==> src/logic/uart_pkg.sv <==
package uart_pkg;

  // Register word addresses on the 3-bit bus
  typedef enum logic [2:0] {
    reg_txdata = 3'd0,
    reg_rxdata = 3'd1,
    reg_txctrl = 3'd2,
    reg_rxctrl = 3'd3,
    reg_ie     = 3'd4,
    reg_ip     = 3'd5,
    reg_div    = 3'd6
  } reg_addr_e;

  // Status flags in the data read words
  localparam int txdata_full_bit  = 31;
  localparam int rxdata_empty_bit = 31;

  // Control register fields
  localparam int txen_bit  = 0;
  localparam int nstop_bit = 1;
  localparam int rxen_bit  = 0;
  localparam int cnt_lsb   = 16;

  // ie and ip share one layout
  localparam int txwm_bit = 0;
  localparam int rxwm_bit = 1;

  localparam int div_width = 16;
  localparam int data_bits = 8;

  localparam int default_baud = 115200;

endpackage

==> src/logic/uart_ctrl_if.sv <==
`timescale 1ns/1ps

interface uart_ctrl_if import uart_pkg::*; #(
  parameter int FIFO_DEPTH = 8
);

  localparam int cw = $clog2(FIFO_DEPTH);

  logic                 txen;
  logic                 rxen;
  logic                 nstop;
  logic [div_width-1:0] div;
  logic [cw-1:0]        txcnt;
  logic [cw-1:0]        rxcnt;
  logic [data_bits-1:0] tx_wr_data;

  logic                 tx_push;
  logic                 rx_pop;

  logic [data_bits-1:0] rx_rd_data;
  logic                 tx_full;
  logic                 rx_empty;
  logic                 tx_below_wm;
  logic                 rx_above_wm;

  modport bank (
    output txen, rxen, nstop, div, txcnt, rxcnt, tx_wr_data,
    input  rx_rd_data, tx_full, rx_empty, tx_below_wm, rx_above_wm
  );

  modport fsm (
    output tx_push, rx_pop
  );

  modport phy (
    input  txen, rxen, nstop, div, txcnt, rxcnt, tx_wr_data, tx_push, rx_pop,
    output rx_rd_data, tx_full, rx_empty, tx_below_wm, rx_above_wm
  );

endinterface

==> src/logic/uart_fifo.sv <==
`timescale 1ns/1ps

module uart_fifo import uart_pkg::*; #(
  parameter int FIFO_DEPTH = 8
) (
  input  logic                          clock,
  input  logic                          rst_n,
  input  logic                          push,
  input  logic                          pop,
  input  logic [data_bits-1:0]          wr_data,
  output logic [data_bits-1:0]          rd_data,
  output logic [$clog2(FIFO_DEPTH):0]   count,
  output logic                          full,
  output logic                          empty
);

  localparam int aw = $clog2(FIFO_DEPTH);

  logic [data_bits-1:0] mem [FIFO_DEPTH];
  logic [aw-1:0]        wr_ptr;
  logic [aw-1:0]        rd_ptr;
  logic                 do_push;
  logic                 do_pop;

  assign full    = (count == (aw + 1)'(FIFO_DEPTH));
  assign empty   = (count == '0);
  assign do_push = push && !full;
  assign do_pop  = pop && !empty;

  // Head word is always visible
  assign rd_data = mem[rd_ptr];

  always_ff @(posedge clock) begin
    if (do_push) begin
      mem[wr_ptr] <= wr_data;
    end
  end

  always_ff @(posedge clock) begin
    if (!rst_n) begin
      wr_ptr <= '0;
      rd_ptr <= '0;
      count  <= '0;
    end else begin
      if (do_push) begin
        wr_ptr <= wr_ptr + 1'b1;
      end
      if (do_pop) begin
        rd_ptr <= rd_ptr + 1'b1;
      end
      case ({do_push, do_pop})
        2'b10:   count <= count + 1'b1;
        2'b01:   count <= count - 1'b1;
        default: count <= count;
      endcase
    end
  end

endmodule

==> src/logic/uart_tx.sv <==
`timescale 1ns/1ps

module uart_tx import uart_pkg::*; (
  input  logic                 clock,
  input  logic                 rst_n,
  input  logic                 enable,
  input  logic                 nstop,
  input  logic [div_width-1:0] div,
  input  logic                 data_valid,
  input  logic [data_bits-1:0] data,
  output logic                 data_taken,
  output logic                 txd
);

  typedef enum logic [1:0] {st_idle, st_start, st_data, st_stop} state_e;

  localparam int bw = $clog2(data_bits);

  state_e               state;
  logic [div_width-1:0] baud_cnt;
  logic [bw-1:0]        bit_cnt;
  logic [data_bits-1:0] shift;
  logic                 bit_end;
  logic                 frame_end;

  assign bit_end   = (baud_cnt == div);
  assign frame_end = (state == st_stop) && bit_end && (!nstop || bit_cnt[0]);

  // A queued byte follows the last stop bit without an idle gap
  assign data_taken = enable && data_valid && ((state == st_idle) || frame_end);

  always_ff @(posedge clock) begin
    if (!rst_n) begin
      state    <= st_idle;
      baud_cnt <= '0;
      bit_cnt  <= '0;
      txd      <= 1'b1;
    end else if (data_taken) begin
      state    <= st_start;
      baud_cnt <= '0;
      txd      <= 1'b0;
    end else begin
      if (state != st_idle) begin
        baud_cnt <= bit_end ? '0 : baud_cnt + 1'b1;
      end
      if (bit_end) begin
        case (state)
          st_start: begin
            state   <= st_data;
            bit_cnt <= '0;
            txd     <= shift[0];
          end
          st_data: begin
            if (bit_cnt == bw'(data_bits - 1)) begin
              state   <= st_stop;
              bit_cnt <= '0;
              txd     <= 1'b1;
            end else begin
              bit_cnt <= bit_cnt + 1'b1;
              txd     <= shift[1];
            end
          end
          st_stop: begin
            if (frame_end) begin
              state <= st_idle;
            end else begin
              // second stop bit
              bit_cnt <= bw'(1);
            end
          end
          default: ;
        endcase
      end
    end
  end

  always_ff @(posedge clock) begin
    if (data_taken) begin
      shift <= data;
    end else if (state == st_data && bit_end) begin
      shift <= shift >> 1;
    end
  end

endmodule

==> src/logic/uart_rx.sv <==
`timescale 1ns/1ps

module uart_rx import uart_pkg::*; (
  input  logic                 clock,
  input  logic                 rst_n,
  input  logic                 enable,
  input  logic [div_width-1:0] div,
  input  logic                 rxd,
  output logic                 data_valid,
  output logic [data_bits-1:0] data
);

  typedef enum logic [1:0] {st_idle, st_start, st_data, st_stop} state_e;

  localparam int bw = $clog2(data_bits);

  state_e               state;
  logic                 rxd_meta;
  logic                 rxd_sync;
  logic                 rxd_prev;
  logic [div_width-1:0] baud_cnt;
  logic [bw-1:0]        bit_cnt;
  logic                 start_edge;
  logic                 half_bit;
  logic                 full_bit;

  assign start_edge = rxd_prev && !rxd_sync;
  assign half_bit   = (baud_cnt == (div >> 1));
  assign full_bit   = (baud_cnt == div);

  // Line idles high
  always_ff @(posedge clock) begin
    if (!rst_n) begin
      rxd_meta <= 1'b1;
      rxd_sync <= 1'b1;
      rxd_prev <= 1'b1;
    end else begin
      rxd_meta <= rxd;
      rxd_sync <= rxd_meta;
      rxd_prev <= rxd_sync;
    end
  end

  always_ff @(posedge clock) begin
    if (!rst_n) begin
      state      <= st_idle;
      baud_cnt   <= '0;
      bit_cnt    <= '0;
      data_valid <= 1'b0;
    end else begin
      data_valid <= 1'b0;
      case (state)
        st_idle: begin
          baud_cnt <= '0;
          if (enable && start_edge) begin
            state <= st_start;
          end
        end
        st_start: begin
          if (half_bit) begin
            baud_cnt <= '0;
            bit_cnt  <= '0;
            // Glitch on the line, not a real start bit
            state    <= rxd_sync ? st_idle : st_data;
          end else begin
            baud_cnt <= baud_cnt + 1'b1;
          end
        end
        st_data: begin
          if (full_bit) begin
            baud_cnt <= '0;
            if (bit_cnt == bw'(data_bits - 1)) begin
              state <= st_stop;
            end else begin
              bit_cnt <= bit_cnt + 1'b1;
            end
          end else begin
            baud_cnt <= baud_cnt + 1'b1;
          end
        end
        default: begin
          if (full_bit) begin
            baud_cnt   <= '0;
            data_valid <= 1'b1;
            state      <= st_idle;
          end else begin
            baud_cnt <= baud_cnt + 1'b1;
          end
        end
      endcase
    end
  end

  // LSB arrives first
  always_ff @(posedge clock) begin
    if (state == st_data && full_bit) begin
      data <= {rxd_sync, data[data_bits-1:1]};
    end
  end

endmodule

==> src/logic/uart_phy.sv <==
`timescale 1ns/1ps

module uart_phy import uart_pkg::*; #(
  parameter int FIFO_DEPTH = 8
) (
  input  logic        clock,
  input  logic        rst_n,
  uart_ctrl_if.phy    ctrl,
  output logic        txd,
  input  logic        rxd
);

  localparam int cw = $clog2(FIFO_DEPTH);

  logic [data_bits-1:0] tx_head;
  logic [cw:0]          tx_count;
  logic                 tx_empty;
  logic                 tx_taken;
  logic [data_bits-1:0] rx_byte;
  logic                 rx_valid;
  logic [cw:0]          rx_count;

  uart_fifo #(
    .FIFO_DEPTH(FIFO_DEPTH)
  ) tx_fifo_i (
    .clock  (clock),
    .rst_n  (rst_n),
    .push   (ctrl.tx_push),
    .pop    (tx_taken),
    .wr_data(ctrl.tx_wr_data),
    .rd_data(tx_head),
    .count  (tx_count),
    .full   (ctrl.tx_full),
    .empty  (tx_empty)
  );

  uart_tx tx_i (
    .clock     (clock),
    .rst_n     (rst_n),
    .enable    (ctrl.txen),
    .nstop     (ctrl.nstop),
    .div       (ctrl.div),
    .data_valid(!tx_empty),
    .data      (tx_head),
    .data_taken(tx_taken),
    .txd       (txd)
  );

  uart_rx rx_i (
    .clock     (clock),
    .rst_n     (rst_n),
    .enable    (ctrl.rxen),
    .div       (ctrl.div),
    .rxd       (rxd),
    .data_valid(rx_valid),
    .data      (rx_byte)
  );

  // Bytes arriving into a full FIFO are lost
  uart_fifo #(
    .FIFO_DEPTH(FIFO_DEPTH)
  ) rx_fifo_i (
    .clock  (clock),
    .rst_n  (rst_n),
    .push   (rx_valid),
    .pop    (ctrl.rx_pop),
    .wr_data(rx_byte),
    .rd_data(ctrl.rx_rd_data),
    .count  (rx_count),
    .full   (),
    .empty  (ctrl.rx_empty)
  );

  assign ctrl.tx_below_wm = (tx_count < {1'b0, ctrl.txcnt});
  assign ctrl.rx_above_wm = (rx_count > {1'b0, ctrl.rxcnt});

endmodule

==> src/logic/uart_bank.sv <==
`timescale 1ns/1ps

module uart_bank import uart_pkg::*; #(
  parameter int FIFO_DEPTH    = 8,
  parameter int CLOCK_FREQ_HZ = 10000000
) (
  input  logic        clock,
  input  logic        rst_n,
  input  logic        bank_rd,
  input  logic        bank_wr,
  input  reg_addr_e   addr,
  input  logic [31:0] wr_data,
  output logic [31:0] rd_data,
  output logic        interrupt,
  uart_ctrl_if.bank   ctrl
);

  localparam int cw = $clog2(FIFO_DEPTH);
  localparam logic [div_width-1:0] div_reset = div_width'(CLOCK_FREQ_HZ / default_baud - 1);

  logic                 txen;
  logic                 nstop;
  logic [cw-1:0]        txcnt;
  logic                 rxen;
  logic [cw-1:0]        rxcnt;
  logic                 ie_txwm;
  logic                 ie_rxwm;
  logic [div_width-1:0] div;
  logic [31:0]          rd_word;

  assign ctrl.txen       = txen;
  assign ctrl.nstop      = nstop;
  assign ctrl.txcnt      = txcnt;
  assign ctrl.rxen       = rxen;
  assign ctrl.rxcnt      = rxcnt;
  assign ctrl.div        = div;
  assign ctrl.tx_wr_data = wr_data[data_bits-1:0];

  always_ff @(posedge clock) begin
    if (!rst_n) begin
      txen    <= 1'b0;
      nstop   <= 1'b0;
      txcnt   <= '0;
      rxen    <= 1'b0;
      rxcnt   <= '0;
      ie_txwm <= 1'b0;
      ie_rxwm <= 1'b0;
      div     <= div_reset;
    end else if (bank_wr) begin
      case (addr)
        reg_txctrl: begin
          txen  <= wr_data[txen_bit];
          nstop <= wr_data[nstop_bit];
          txcnt <= wr_data[cnt_lsb +: cw];
        end
        reg_rxctrl: begin
          rxen  <= wr_data[rxen_bit];
          rxcnt <= wr_data[cnt_lsb +: cw];
        end
        reg_ie: begin
          ie_txwm <= wr_data[txwm_bit];
          ie_rxwm <= wr_data[rxwm_bit];
        end
        reg_div: div <= wr_data[div_width-1:0];
        // txdata goes to the FIFO, ip and rxdata are read-only
        default: ;
      endcase
    end
  end

  always_comb begin
    rd_word = '0;
    case (addr)
      reg_txdata: rd_word[txdata_full_bit] = ctrl.tx_full;
      reg_rxdata: begin
        rd_word[rxdata_empty_bit]  = ctrl.rx_empty;
        rd_word[data_bits-1:0]     = ctrl.rx_rd_data;
      end
      reg_txctrl: begin
        rd_word[txen_bit]          = txen;
        rd_word[nstop_bit]         = nstop;
        rd_word[cnt_lsb +: cw]     = txcnt;
      end
      reg_rxctrl: begin
        rd_word[rxen_bit]          = rxen;
        rd_word[cnt_lsb +: cw]     = rxcnt;
      end
      reg_ie: begin
        rd_word[txwm_bit]          = ie_txwm;
        rd_word[rxwm_bit]          = ie_rxwm;
      end
      reg_ip: begin
        rd_word[txwm_bit]          = ctrl.tx_below_wm;
        rd_word[rxwm_bit]          = ctrl.rx_above_wm;
      end
      reg_div: rd_word[div_width-1:0] = div;
      default: ;
    endcase
  end

  // Word is taken before the rxdata pop in the ack cycle
  always_ff @(posedge clock) begin
    if (bank_rd) begin
      rd_data <= rd_word;
    end
  end

  always_ff @(posedge clock) begin
    if (!rst_n) begin
      interrupt <= 1'b0;
    end else begin
      interrupt <= (ie_txwm && ctrl.tx_below_wm) || (ie_rxwm && ctrl.rx_above_wm);
    end
  end

endmodule

==> src/logic/uart_fsm.sv <==
`timescale 1ns/1ps

module uart_fsm import uart_pkg::*; (
  input  logic        clock,
  input  logic        rst_n,
  input  logic        cyc,
  input  logic        stb,
  input  logic        we,
  input  logic [2:0]  adr,
  input  logic [31:0] dat_w,
  output reg_addr_e   addr,
  output logic [31:0] wr_data,
  output logic        bank_rd,
  output logic        bank_wr,
  output logic        ack,
  uart_ctrl_if.fsm    ctrl
);

  typedef enum logic [1:0] {st_idle, st_access, st_ack} state_e;

  state_e state;
  logic   we_q;
  logic   request;

  assign request = cyc && stb && (state == st_idle);

  always_ff @(posedge clock) begin
    if (!rst_n) begin
      state <= st_idle;
    end else begin
      case (state)
        st_idle:   state <= request ? st_access : st_idle;
        st_access: state <= st_ack;
        default:   state <= st_idle;
      endcase
    end
  end

  // Bus fields held for the whole access
  always_ff @(posedge clock) begin
    if (request) begin
      addr    <= reg_addr_e'(adr);
      wr_data <= dat_w;
      we_q    <= we;
    end
  end

  assign bank_rd = (state == st_access) && !we_q;
  assign bank_wr = (state == st_access) && we_q;
  assign ack     = (state == st_ack);

  // FIFO strobes line up with ack
  assign ctrl.tx_push = ack && we_q && (addr == reg_txdata);
  assign ctrl.rx_pop  = ack && !we_q && (addr == reg_rxdata);

endmodule

==> src/logic/uart_top.sv <==
`timescale 1ns/1ps

module uart_top import uart_pkg::*; #(
  parameter int FIFO_DEPTH    = 8,
  parameter int CLOCK_FREQ_HZ = 10000000
) (
  input  logic        clock,
  input  logic        rst_n,
  input  logic        cyc,
  input  logic        stb,
  input  logic        we,
  input  logic [2:0]  adr,
  input  logic [31:0] dat_w,
  output logic [31:0] dat_r,
  output logic        ack,
  input  logic        rxd,
  output logic        txd,
  output logic        interrupt
);

  reg_addr_e   addr;
  logic [31:0] wr_data;
  logic        bank_rd;
  logic        bank_wr;

  uart_ctrl_if #(
    .FIFO_DEPTH(FIFO_DEPTH)
  ) ctrl_i ();

  uart_fsm fsm_i (
    .clock  (clock),
    .rst_n  (rst_n),
    .cyc    (cyc),
    .stb    (stb),
    .we     (we),
    .adr    (adr),
    .dat_w  (dat_w),
    .addr   (addr),
    .wr_data(wr_data),
    .bank_rd(bank_rd),
    .bank_wr(bank_wr),
    .ack    (ack),
    .ctrl   (ctrl_i.fsm)
  );

  uart_bank #(
    .FIFO_DEPTH   (FIFO_DEPTH),
    .CLOCK_FREQ_HZ(CLOCK_FREQ_HZ)
  ) bank_i (
    .clock    (clock),
    .rst_n    (rst_n),
    .bank_rd  (bank_rd),
    .bank_wr  (bank_wr),
    .addr     (addr),
    .wr_data  (wr_data),
    .rd_data  (dat_r),
    .interrupt(interrupt),
    .ctrl     (ctrl_i.bank)
  );

  uart_phy #(
    .FIFO_DEPTH(FIFO_DEPTH)
  ) phy_i (
    .clock(clock),
    .rst_n(rst_n),
    .ctrl (ctrl_i.phy),
    .txd  (txd),
    .rxd  (rxd)
  );

endmodule

==> config.mk <==
export PLATFORM = sky130hd
export DESIGN_NAME = uart_top
export DESIGN_NICKNAME = d
export VERILOG_FILES = /design/src/logic/uart_pkg.sv /design/src/logic/uart_ctrl_if.sv /design/src/logic/uart_fifo.sv /design/src/logic/uart_tx.sv /design/src/logic/uart_rx.sv /design/src/logic/uart_phy.sv /design/src/logic/uart_bank.sv /design/src/logic/uart_fsm.sv /design/src/logic/uart_top.sv
export SDC_FILE = /design/constraint.sdc
export NUM_CORES = 1
export LEC_CHECK = 0
export ABC_AREA = 1
export BUFFER_PORTS_ARGS = -buffer_cell sky130_fd_sc_hd__clkbuf_2
export CAP_MARGIN = 20
export CORE_UTILIZATION = 48
export CTS_CLUSTER_SIZE = 28
export DETAILED_ROUTE_END_ITERATION = 8
export PLACE_DENSITY = 0.65
export SETUP_SLACK_MARGIN = 0.2
export SYNTH_ARGS = -nofsm -noshare
export SYNTH_HDL_FRONTEND = slang
export SYNTH_SLANG_ARGS = --single-unit
==> constraint.sdc <==
create_clock -name clock -period 6.3 [get_ports clock]
set_input_delay 1.26 -clock clock [delete_from_list [all_inputs] [get_ports clock]]
set_output_delay 1.26 -clock clock [all_outputs]
set_load 0.05 [all_outputs]
### Yosys cells after proc, flatten, opt, wreduce, memory -nomap -nowiden

Memory sizes are Yosys's and may differ from the RTL's. A register that Yosys moved wholly into a read port is not among the register bits.
Cells that the tools add are included.

| storage, ports and cells | value |
|---|---|
| word-level logic and storage cells | 194 |
| input bits | 41 |
| output and inout port bits | 35 |
| bits in writable memories | 128 |
| memories kept | 2 |
| flip-flop bits (word level) | 156 |

Memory list:

| memory | words | bits a word | rd ports | clocked after memory_dff | wr ports | line | RTL |
|---|---|---|---|---|---|---|---|
| phy_i.rx_fifo_i.mem | 8 | 8 | 1 | 1 | 1 | uart_fifo.sv:19 | `logic [data_bits-1:0] mem [FIFO_DEPTH];` |
| phy_i.tx_fifo_i.mem | 8 | 8 | 1 | 1 | 1 | uart_fifo.sv:19 |  |

| operators by class | value |
|---|---|
| $add $sub $neg | 12 |
| multiplexer cells | 47 |
| order comparisons | 2 |
| bitwise logic cells | 2 |
| reduce and logical (&&, ||, !) cells | 60 |
| eq/ne operators | 34 |

Operators by type and width:

| cell | number |
|---|---|
| two-way mux 16 bit | 3 |
| adder 16 x 1 -> 16 bit (second input constant) | 2 |
| == test 16 bit | 2 |
| one-hot mux 16 bit (2 select lines) | 1 |
| two-way mux 3 bit | 9 |
| logical AND 1 bit | 22 |
| adder 3 x 1 -> 3 bit (second input constant) | 6 |
| == test 16 x 15 -> 1 bit | 1 |
| two-way mux 2 bit | 8 |
| two-way mux 8 bit | 2 |
| != test 2 bit (second input constant) | 8 |
| one-hot mux 4 bit (2 select lines) | 2 |
| AND reduction 4 bit | 4 |
| == test 3 bit (second input constant) | 5 |
| == test 2 bit (second input constant) | 6 |
| one-hot mux 2 bit (3 select lines) | 2 |
| one-hot mux 3 bit (2 select lines) | 2 |
| one-hot mux 6 bit (2 select lines) | 1 |
| nonzero test 2 bit | 6 |
| two-way mux 1 bit | 11 |
| == test 2 x 1 -> 1 bit (second input constant) | 5 |
| AND reduction 2 bit | 5 |
| one-hot mux 3 bit (3 select lines) | 1 |
| nonzero test 3 bit | 3 |
| 22 further kinds | 40 |

### Depth between registers and ports, before layout

| logic depth | value |
|---|---|
| depth in word-level cells | 8 |
| mapped depth | 18 |
| depth with buffers taken out | 17 |

### Modules after synthesis

A second synthesis with hierarchy kept.

| unflattened totals | value |
|---|---|
| cells, all modules | 1516 |
| area total of the unflattened synthesis | 13907.1 um^2 |

By module, submodules not included:

| module | instances | cells each | sequential area each (um^2) | area each (um^2) |
|---|---|---|---|---|
| uart_fifo at phy_i.rx_fifo_i | 1 | 276 | 2182.1 | 3193.1 |
| uart_fifo at phy_i.tx_fifo_i | 1 | 276 | 2182.1 | 3171.8 |
| uart_bank | 1 | 281 | 1161.1 | 2228.4 |
| uart_tx | 1 | 303 | 680.7 | 2064.5 |
| uart_rx | 1 | 293 | 740.7 | 1884.3 |
| uart_fsm | 1 | 61 | 1121.1 | 1216.2 |
| uart_phy | 1 | 26 | 0.0 | 148.9 |

### Least setup slack after synthesis

OpenSTA, ideal clock, no wires.

| timing path | value |
|---|---|
| path type | in2reg |
| from | in cyc |
| to | reg fsm_i.addr[0] (enable) |
| slack | 2952 ps |
| arrival time | 2916 ps |
| setup time | 432 ps |
| stages on the path | 2 |
| buffers on the path | 0 |
| data required time | 5868 ps |
| cell sequence | nand2_1 nor3_1 |

| on the way | value |
|---|---|
| longest elaborated chain between the ends | 2 |

RTL lines:

| item | line | RTL |
|---|---|---|
| start: declaration | uart_top.sv:9 | `input logic cyc,` |
| logical AND 1 bit (2 in series) | uart_fsm.sv:25 | `assign request = cyc && stb && (state == st_idle);` |
| via fsm_i.request | uart_fsm.sv:23 | `logic request;` |
| end signal: assignment | uart_fsm.sv:42 | `addr <= reg_addr_e'(adr);` |
| end: declaration | uart_fsm.sv:11 | `output reg_addr_e addr,` |

The timed path passes the listed nets, and every way through them passes these cells.
A chain may end at the register's enable or synchronous reset.

### Final worst setup path

| timing path | value |
|---|---|
| from | reg fsm_i.addr[1] |
| to | reg phy_i.rx_fifo_i.count[3] |

| on the way | value |
|---|---|
| longest elaborated chain between the ends | 5 |
| elaborated cells on any way between the ends | 7 |
| classes of those cells | 3 x eq/ne; 1 x mux; 3 x reduce/logical |

RTL lines:

| item | line | RTL |
|---|---|---|
| == test 3 x 1 -> 1 bit * | uart_fsm.sv:54 | `assign ctrl.rx_pop = ack && !we_q && (addr == reg_rxdata);` |
| logical AND 1 bit * | uart_fsm.sv:54 |  |
| logical AND 1 bit * | uart_fifo.sv:28 | `assign do_pop = pop && !empty;` |
| via phy_i.rx_fifo_i.do_pop | uart_fifo.sv:23 | `logic do_pop;` |
| == test 2 x 1 -> 1 bit or == test 2 bit (tied branches) | uart_fifo.sv:51 | `case ({do_push, do_pop})` |
| one-hot mux 4 bit (2 select lines) or nonzero test 2 bit (tied branches) | -- |  |
| end signal: assignment | uart_fifo.sv:52 | `2'b10: count <= count + 1'b1;` |
| end signal: assignment | uart_fifo.sv:53 | `2'b01: count <= count - 1'b1;` |
| end signal: assignment | uart_fifo.sv:54 | `default: count <= count;` |
| end: declaration | uart_fifo.sv:12 | `output logic [$clog2(FIFO_DEPTH):0] count,` |

The timed path passes the listed nets; every way through them passes the cells marked *.

==> impl_metrics.csv <==
group,metric,value,unit
yosys,ys_seq_area_share,61.2,%
layout,area_growth,12.3,%
clocking,cts_setup_buffers,0,
yosys,synth.largest_area_cell,"edfxtp_1",
layout,stdcell_count,1644,
sta,fin_setup_tns,0,ns
layout,drive_above_1_share,12.5,%
routing,routed_wl,26500,um
yosys,avgSynthCellArea,10.2,um^2
clocking,worstSkewPairLatency,0.56,ns
clocking,ctsLongestPathBuffers,3,
power_and_ir_drop,power_frac_clock,43.9,%
placement,dp_hpwl,17500,um
placement,port_buffers,50,
setup_path,slowest_stage,"nor3_2",
clocking,numCtsBuffers,30,
yosys,yosys_warnings,0,
power_and_ir_drop,p_leak,5.14,nW
clocking,cts_hold_buffers,0,
placement,gp_congestion,0.822,
yosys,synth_xor_area_share,2.31,%
power_and_ir_drop,power_density,277,mW/mm^2
yosys,netlist_instances,1231,
yosys,yosys.cell_types.count,50,
clocking,cts-resized-gates,0,
routing,drcViolationCount,0,
sta,fin_skew,0.0283,ns
global_routing,grt_pass1_vias,8420,
yosys,yosysMostFrequentCell,"nor2_1",
setup_path,critPathKind,"flip-flop to flip-flop",
yosys,synthFlopType,"edfxtp_1",
global_routing,grt_max_degree,48,
setup_path,start_kind,"flip-flop",
clocking,cts_tree,"yes",
power_and_ir_drop,ir_drop,205,uV
sta,slew_violations,0,
layout,fin_nets,1360,
die,dieArea,0.0268,mm^2
power_and_ir_drop,internal_power,0.00306,W
yosys,synth_top_area_share,44.8,%
power_and_ir_drop,switching_share,21.7,%
routing,ant_nets,0,
setup_path,cp_common_cell,"nor2_1",
yosys,synth-compound-area-share,10.3,%
die,die_w,164,um
yosys,ys_async_sr_fraction,0,%
sta,final.period_utilization,50.2,%
run,cap_violations,0,
power_and_ir_drop,p_sw,0.000847,W
setup_path,worstPathMaxFanout,10,
clocking,clk_pin_slew_worst_paths,0.06,ns
sta,slew_headroom,31.0,%
yosys,ys_ff_latch,290,
power_and_ir_drop,pwr-share-seq,52.4,%
yosys,synth_simple_gate_area_share,16.8,%
global_routing,grt_pass1_wl,43000,um
routing,wire_per_inst,16.1,um
global_routing,grt_usage,20.4,%
die,die_y,164,um
setup_path,required,6.73,ns
sta,finalHoldViolations,0,
yosys,ys_top_cells_by_area,"edfxtp_1, dfxtp_1, nor2_1",
clocking,cts.htree.levels,1,
power_and_ir_drop,p_comb_share,3.6,%
routing,detail_route.iter0.violations,573,
setup_path,worstPathCellList,"nor3_2 -> nand4_1 -> inv_1 -> ha_1 -> ha_1 -> nand2_1 -> nor2_1 -> a211oi_1 -> nor2_1 -> nor2_1 -> nand2_1 -> o21ai_0 -> a21oi_1",
die,coreArea,0.0254,mm^2
setup_path,cp_slowest_stage_delay,0.79,ns
layout,diodes,0,
hold_path,hold_path_class,"flip-flop to flip-flop",
yosys,synth_edf_count,187,
die,row_count,58,
yosys,synth-adder-area-share,2.95,%
setup_path,arrival,3.59,ns
global_routing,overflow,0,
sta,period_minus_slack,3.16,ns
routing,drt-pass1-iter-count,5,
power_and_ir_drop,power.total,0.00390,W
sta,max_freq,316,MHz
sta,tightest_slew,1.03,ns
clocking,cts-root-buf,"clkbuf_16",
sta,rsz0062_at_grt,"false",
setup_path,critPathCaptureType,"flip-flop",
yosys,synth_top_family_by_area,"simple AND/OR/NAND/NOR gates",
yosys,synthTopCellsByCount,"nor2_1, edfxtp_1, nand2_1",
routing,vias,8732,
clocking,clock_sinks,290,
run_status,outcome,"finished, final reports clean",
yosys,syn_area,0.0125,mm^2
global_routing,antenna_found_initial,0,
yosys,synth_mux_area_share,0.639,%
routing,viasPerCell,5.31,
sta,setup_viol,0,
die,ios,76,
placement,dp_cells,1586,
die,start_util,49.4,%
-- area by class of cell --
| type | instances | area [um^2] |
|---|---|---|
| inverter | 120 | 452 |
| fill | 2190 | 11300 |
| multi-input combinational | 783 | 4200 |
| clock buffer | 41 | 863 |
| sequential | 290 | 7680 |
| timing repair buffer | 65 | 380 |
| clock inverter | 15 | 100 |
| tap | 330 | 413 |
-- per-layer routing --
metal  GRT usage [%]  up-vias  part of all wire, %
li1                -     4338                    -
met1            27.7     4154                   47
met2            33.8      200                   46
met3            3.05       40                  4.9
met4            5.60        0                  1.7
met5               0        -                    0
-- flip-flops by register name, indices dropped and copies added, names as in the netlist, 3 cells and up, named ones only --
signal / count
bank_i.ctrl.rxcnt: 3
bank_i.rd_data: 20
bank_i.ctrl.div: 16
phy_i.tx_i.bit_cnt: 3
phy_i.rx_i.bit_cnt: 3
phy_i.rx_i.baud_cnt: 16
phy_i.rx_fifo_i.count: 4
phy_i.tx_fifo_i.mem: 64
phy_i.rx_fifo_i.mem: 64
phy_i.tx_i.baud_cnt: 16
fsm_i.wr_data: 19
fsm_i.addr: 3
phy_i.rx_fifo_i.wr_ptr: 3
bank_i.ctrl.txcnt: 3
phy_i.tx_fifo_i.count: 4
phy_i.tx_fifo_i.rd_ptr: 3
phy_i.tx_i.shift: 8
phy_i.rx_i.data: 8
phy_i.tx_fifo_i.wr_ptr: 3
phy_i.rx_fifo_i.rd_ptr: 3
-- cells by family (layout without fill, tap and decap cells) --
kind of cell,count (synthesis),count (layout)
other,1,12
AOI/OAI and AO/OA,221,221
muxes,8,8
adders and majority gates,29,29
and+or+nand+nor,480,480
xor gates and xnor gates,33,33
DFF,290,290
buffers and inverters,169,241
-- cell usage in the layout, fill, tap and decap left out, types with 7 or more instances in the layout --
cell / count
a31oi_1: 12
clkinv_2: 9
dfxtp_1: 103
xor2_1: 26
edfxtp_1: 187
a21oi_1: 66
mux2i_1: 8
nand3_1: 32
o211ai_1: 8
o32ai_1: 24
clkbuf_16: 31
nand2_1: 168
nor3_2: 10
nor2_2: 11
clkbuf_2: 50
inv_1: 107
nand4_1: 10
ha_1: 28
conb_1: 12
xnor2_1: 7
buf_4: 13
o221ai_1: 8
nor3_1: 29
inv_2: 11
nor2_1: 192
o21ai_0: 89
-- through the flow --
step / area [um^2] / utilization, % / setup WS [ns] / hold WS, ns
final: 14100 / 55.4 / 3.14 / 0.404
after global routing: 14100 / 55.4 / 2.81 / 0.434
after CTS: 14000 / 55.3 / 3.17 / 0.416
after detailed placement: 13100 / 51.5 / 3.20 / 0.419
after global placement: 13100 / 51.5 / 3.23 / 0.394
after floorplan: 12600 / - / 2.95 / 0.393
-- critical path, delay by kind of cell, from the launching register on --
family | cells | cell delay (ns)
simple gates | 7 | 1.38
flops | 1 | 0.46
fa+ha+maj | 2 | 0.53
buf+inv | 1 | 0.24
compound gates | 3 | 0.44
-- final timing paths --
| check | start | endpoint | slack, ns | cells past startpoint |
|---|---|---|---|---|
| setup / recovery | fsm_i.addr[1] | phy_i.rx_fifo_i.count[3] | 3.14 | 13 |
| hold / removal | phy_i.rx_i.rxd_meta | phy_i.rx_i.rxd_sync | 0.40 | 1 |
| setup reg to reg | fsm_i.addr[1] | phy_i.rx_fifo_i.count[3] | 3.14 | 13 |
| hold reg to reg | phy_i.rx_i.rxd_meta | phy_i.rx_i.rxd_sync | 0.40 | 1 |
-- power by group through the flow --
stage          registers [W]  clock network [W]  logic [W]
6_report             0.00205            0.00172   0.000141
3_5_place_dp         0.00209                  0   0.000140
5_1_grt              0.00205            0.00183   0.000155
3_3_place_gp         0.00209                  0   0.000138
4_1_cts              0.00205            0.00174   0.000140
2_1_floorplan        0.00209                  0   0.000105
(Power assumes the default switching activity.)
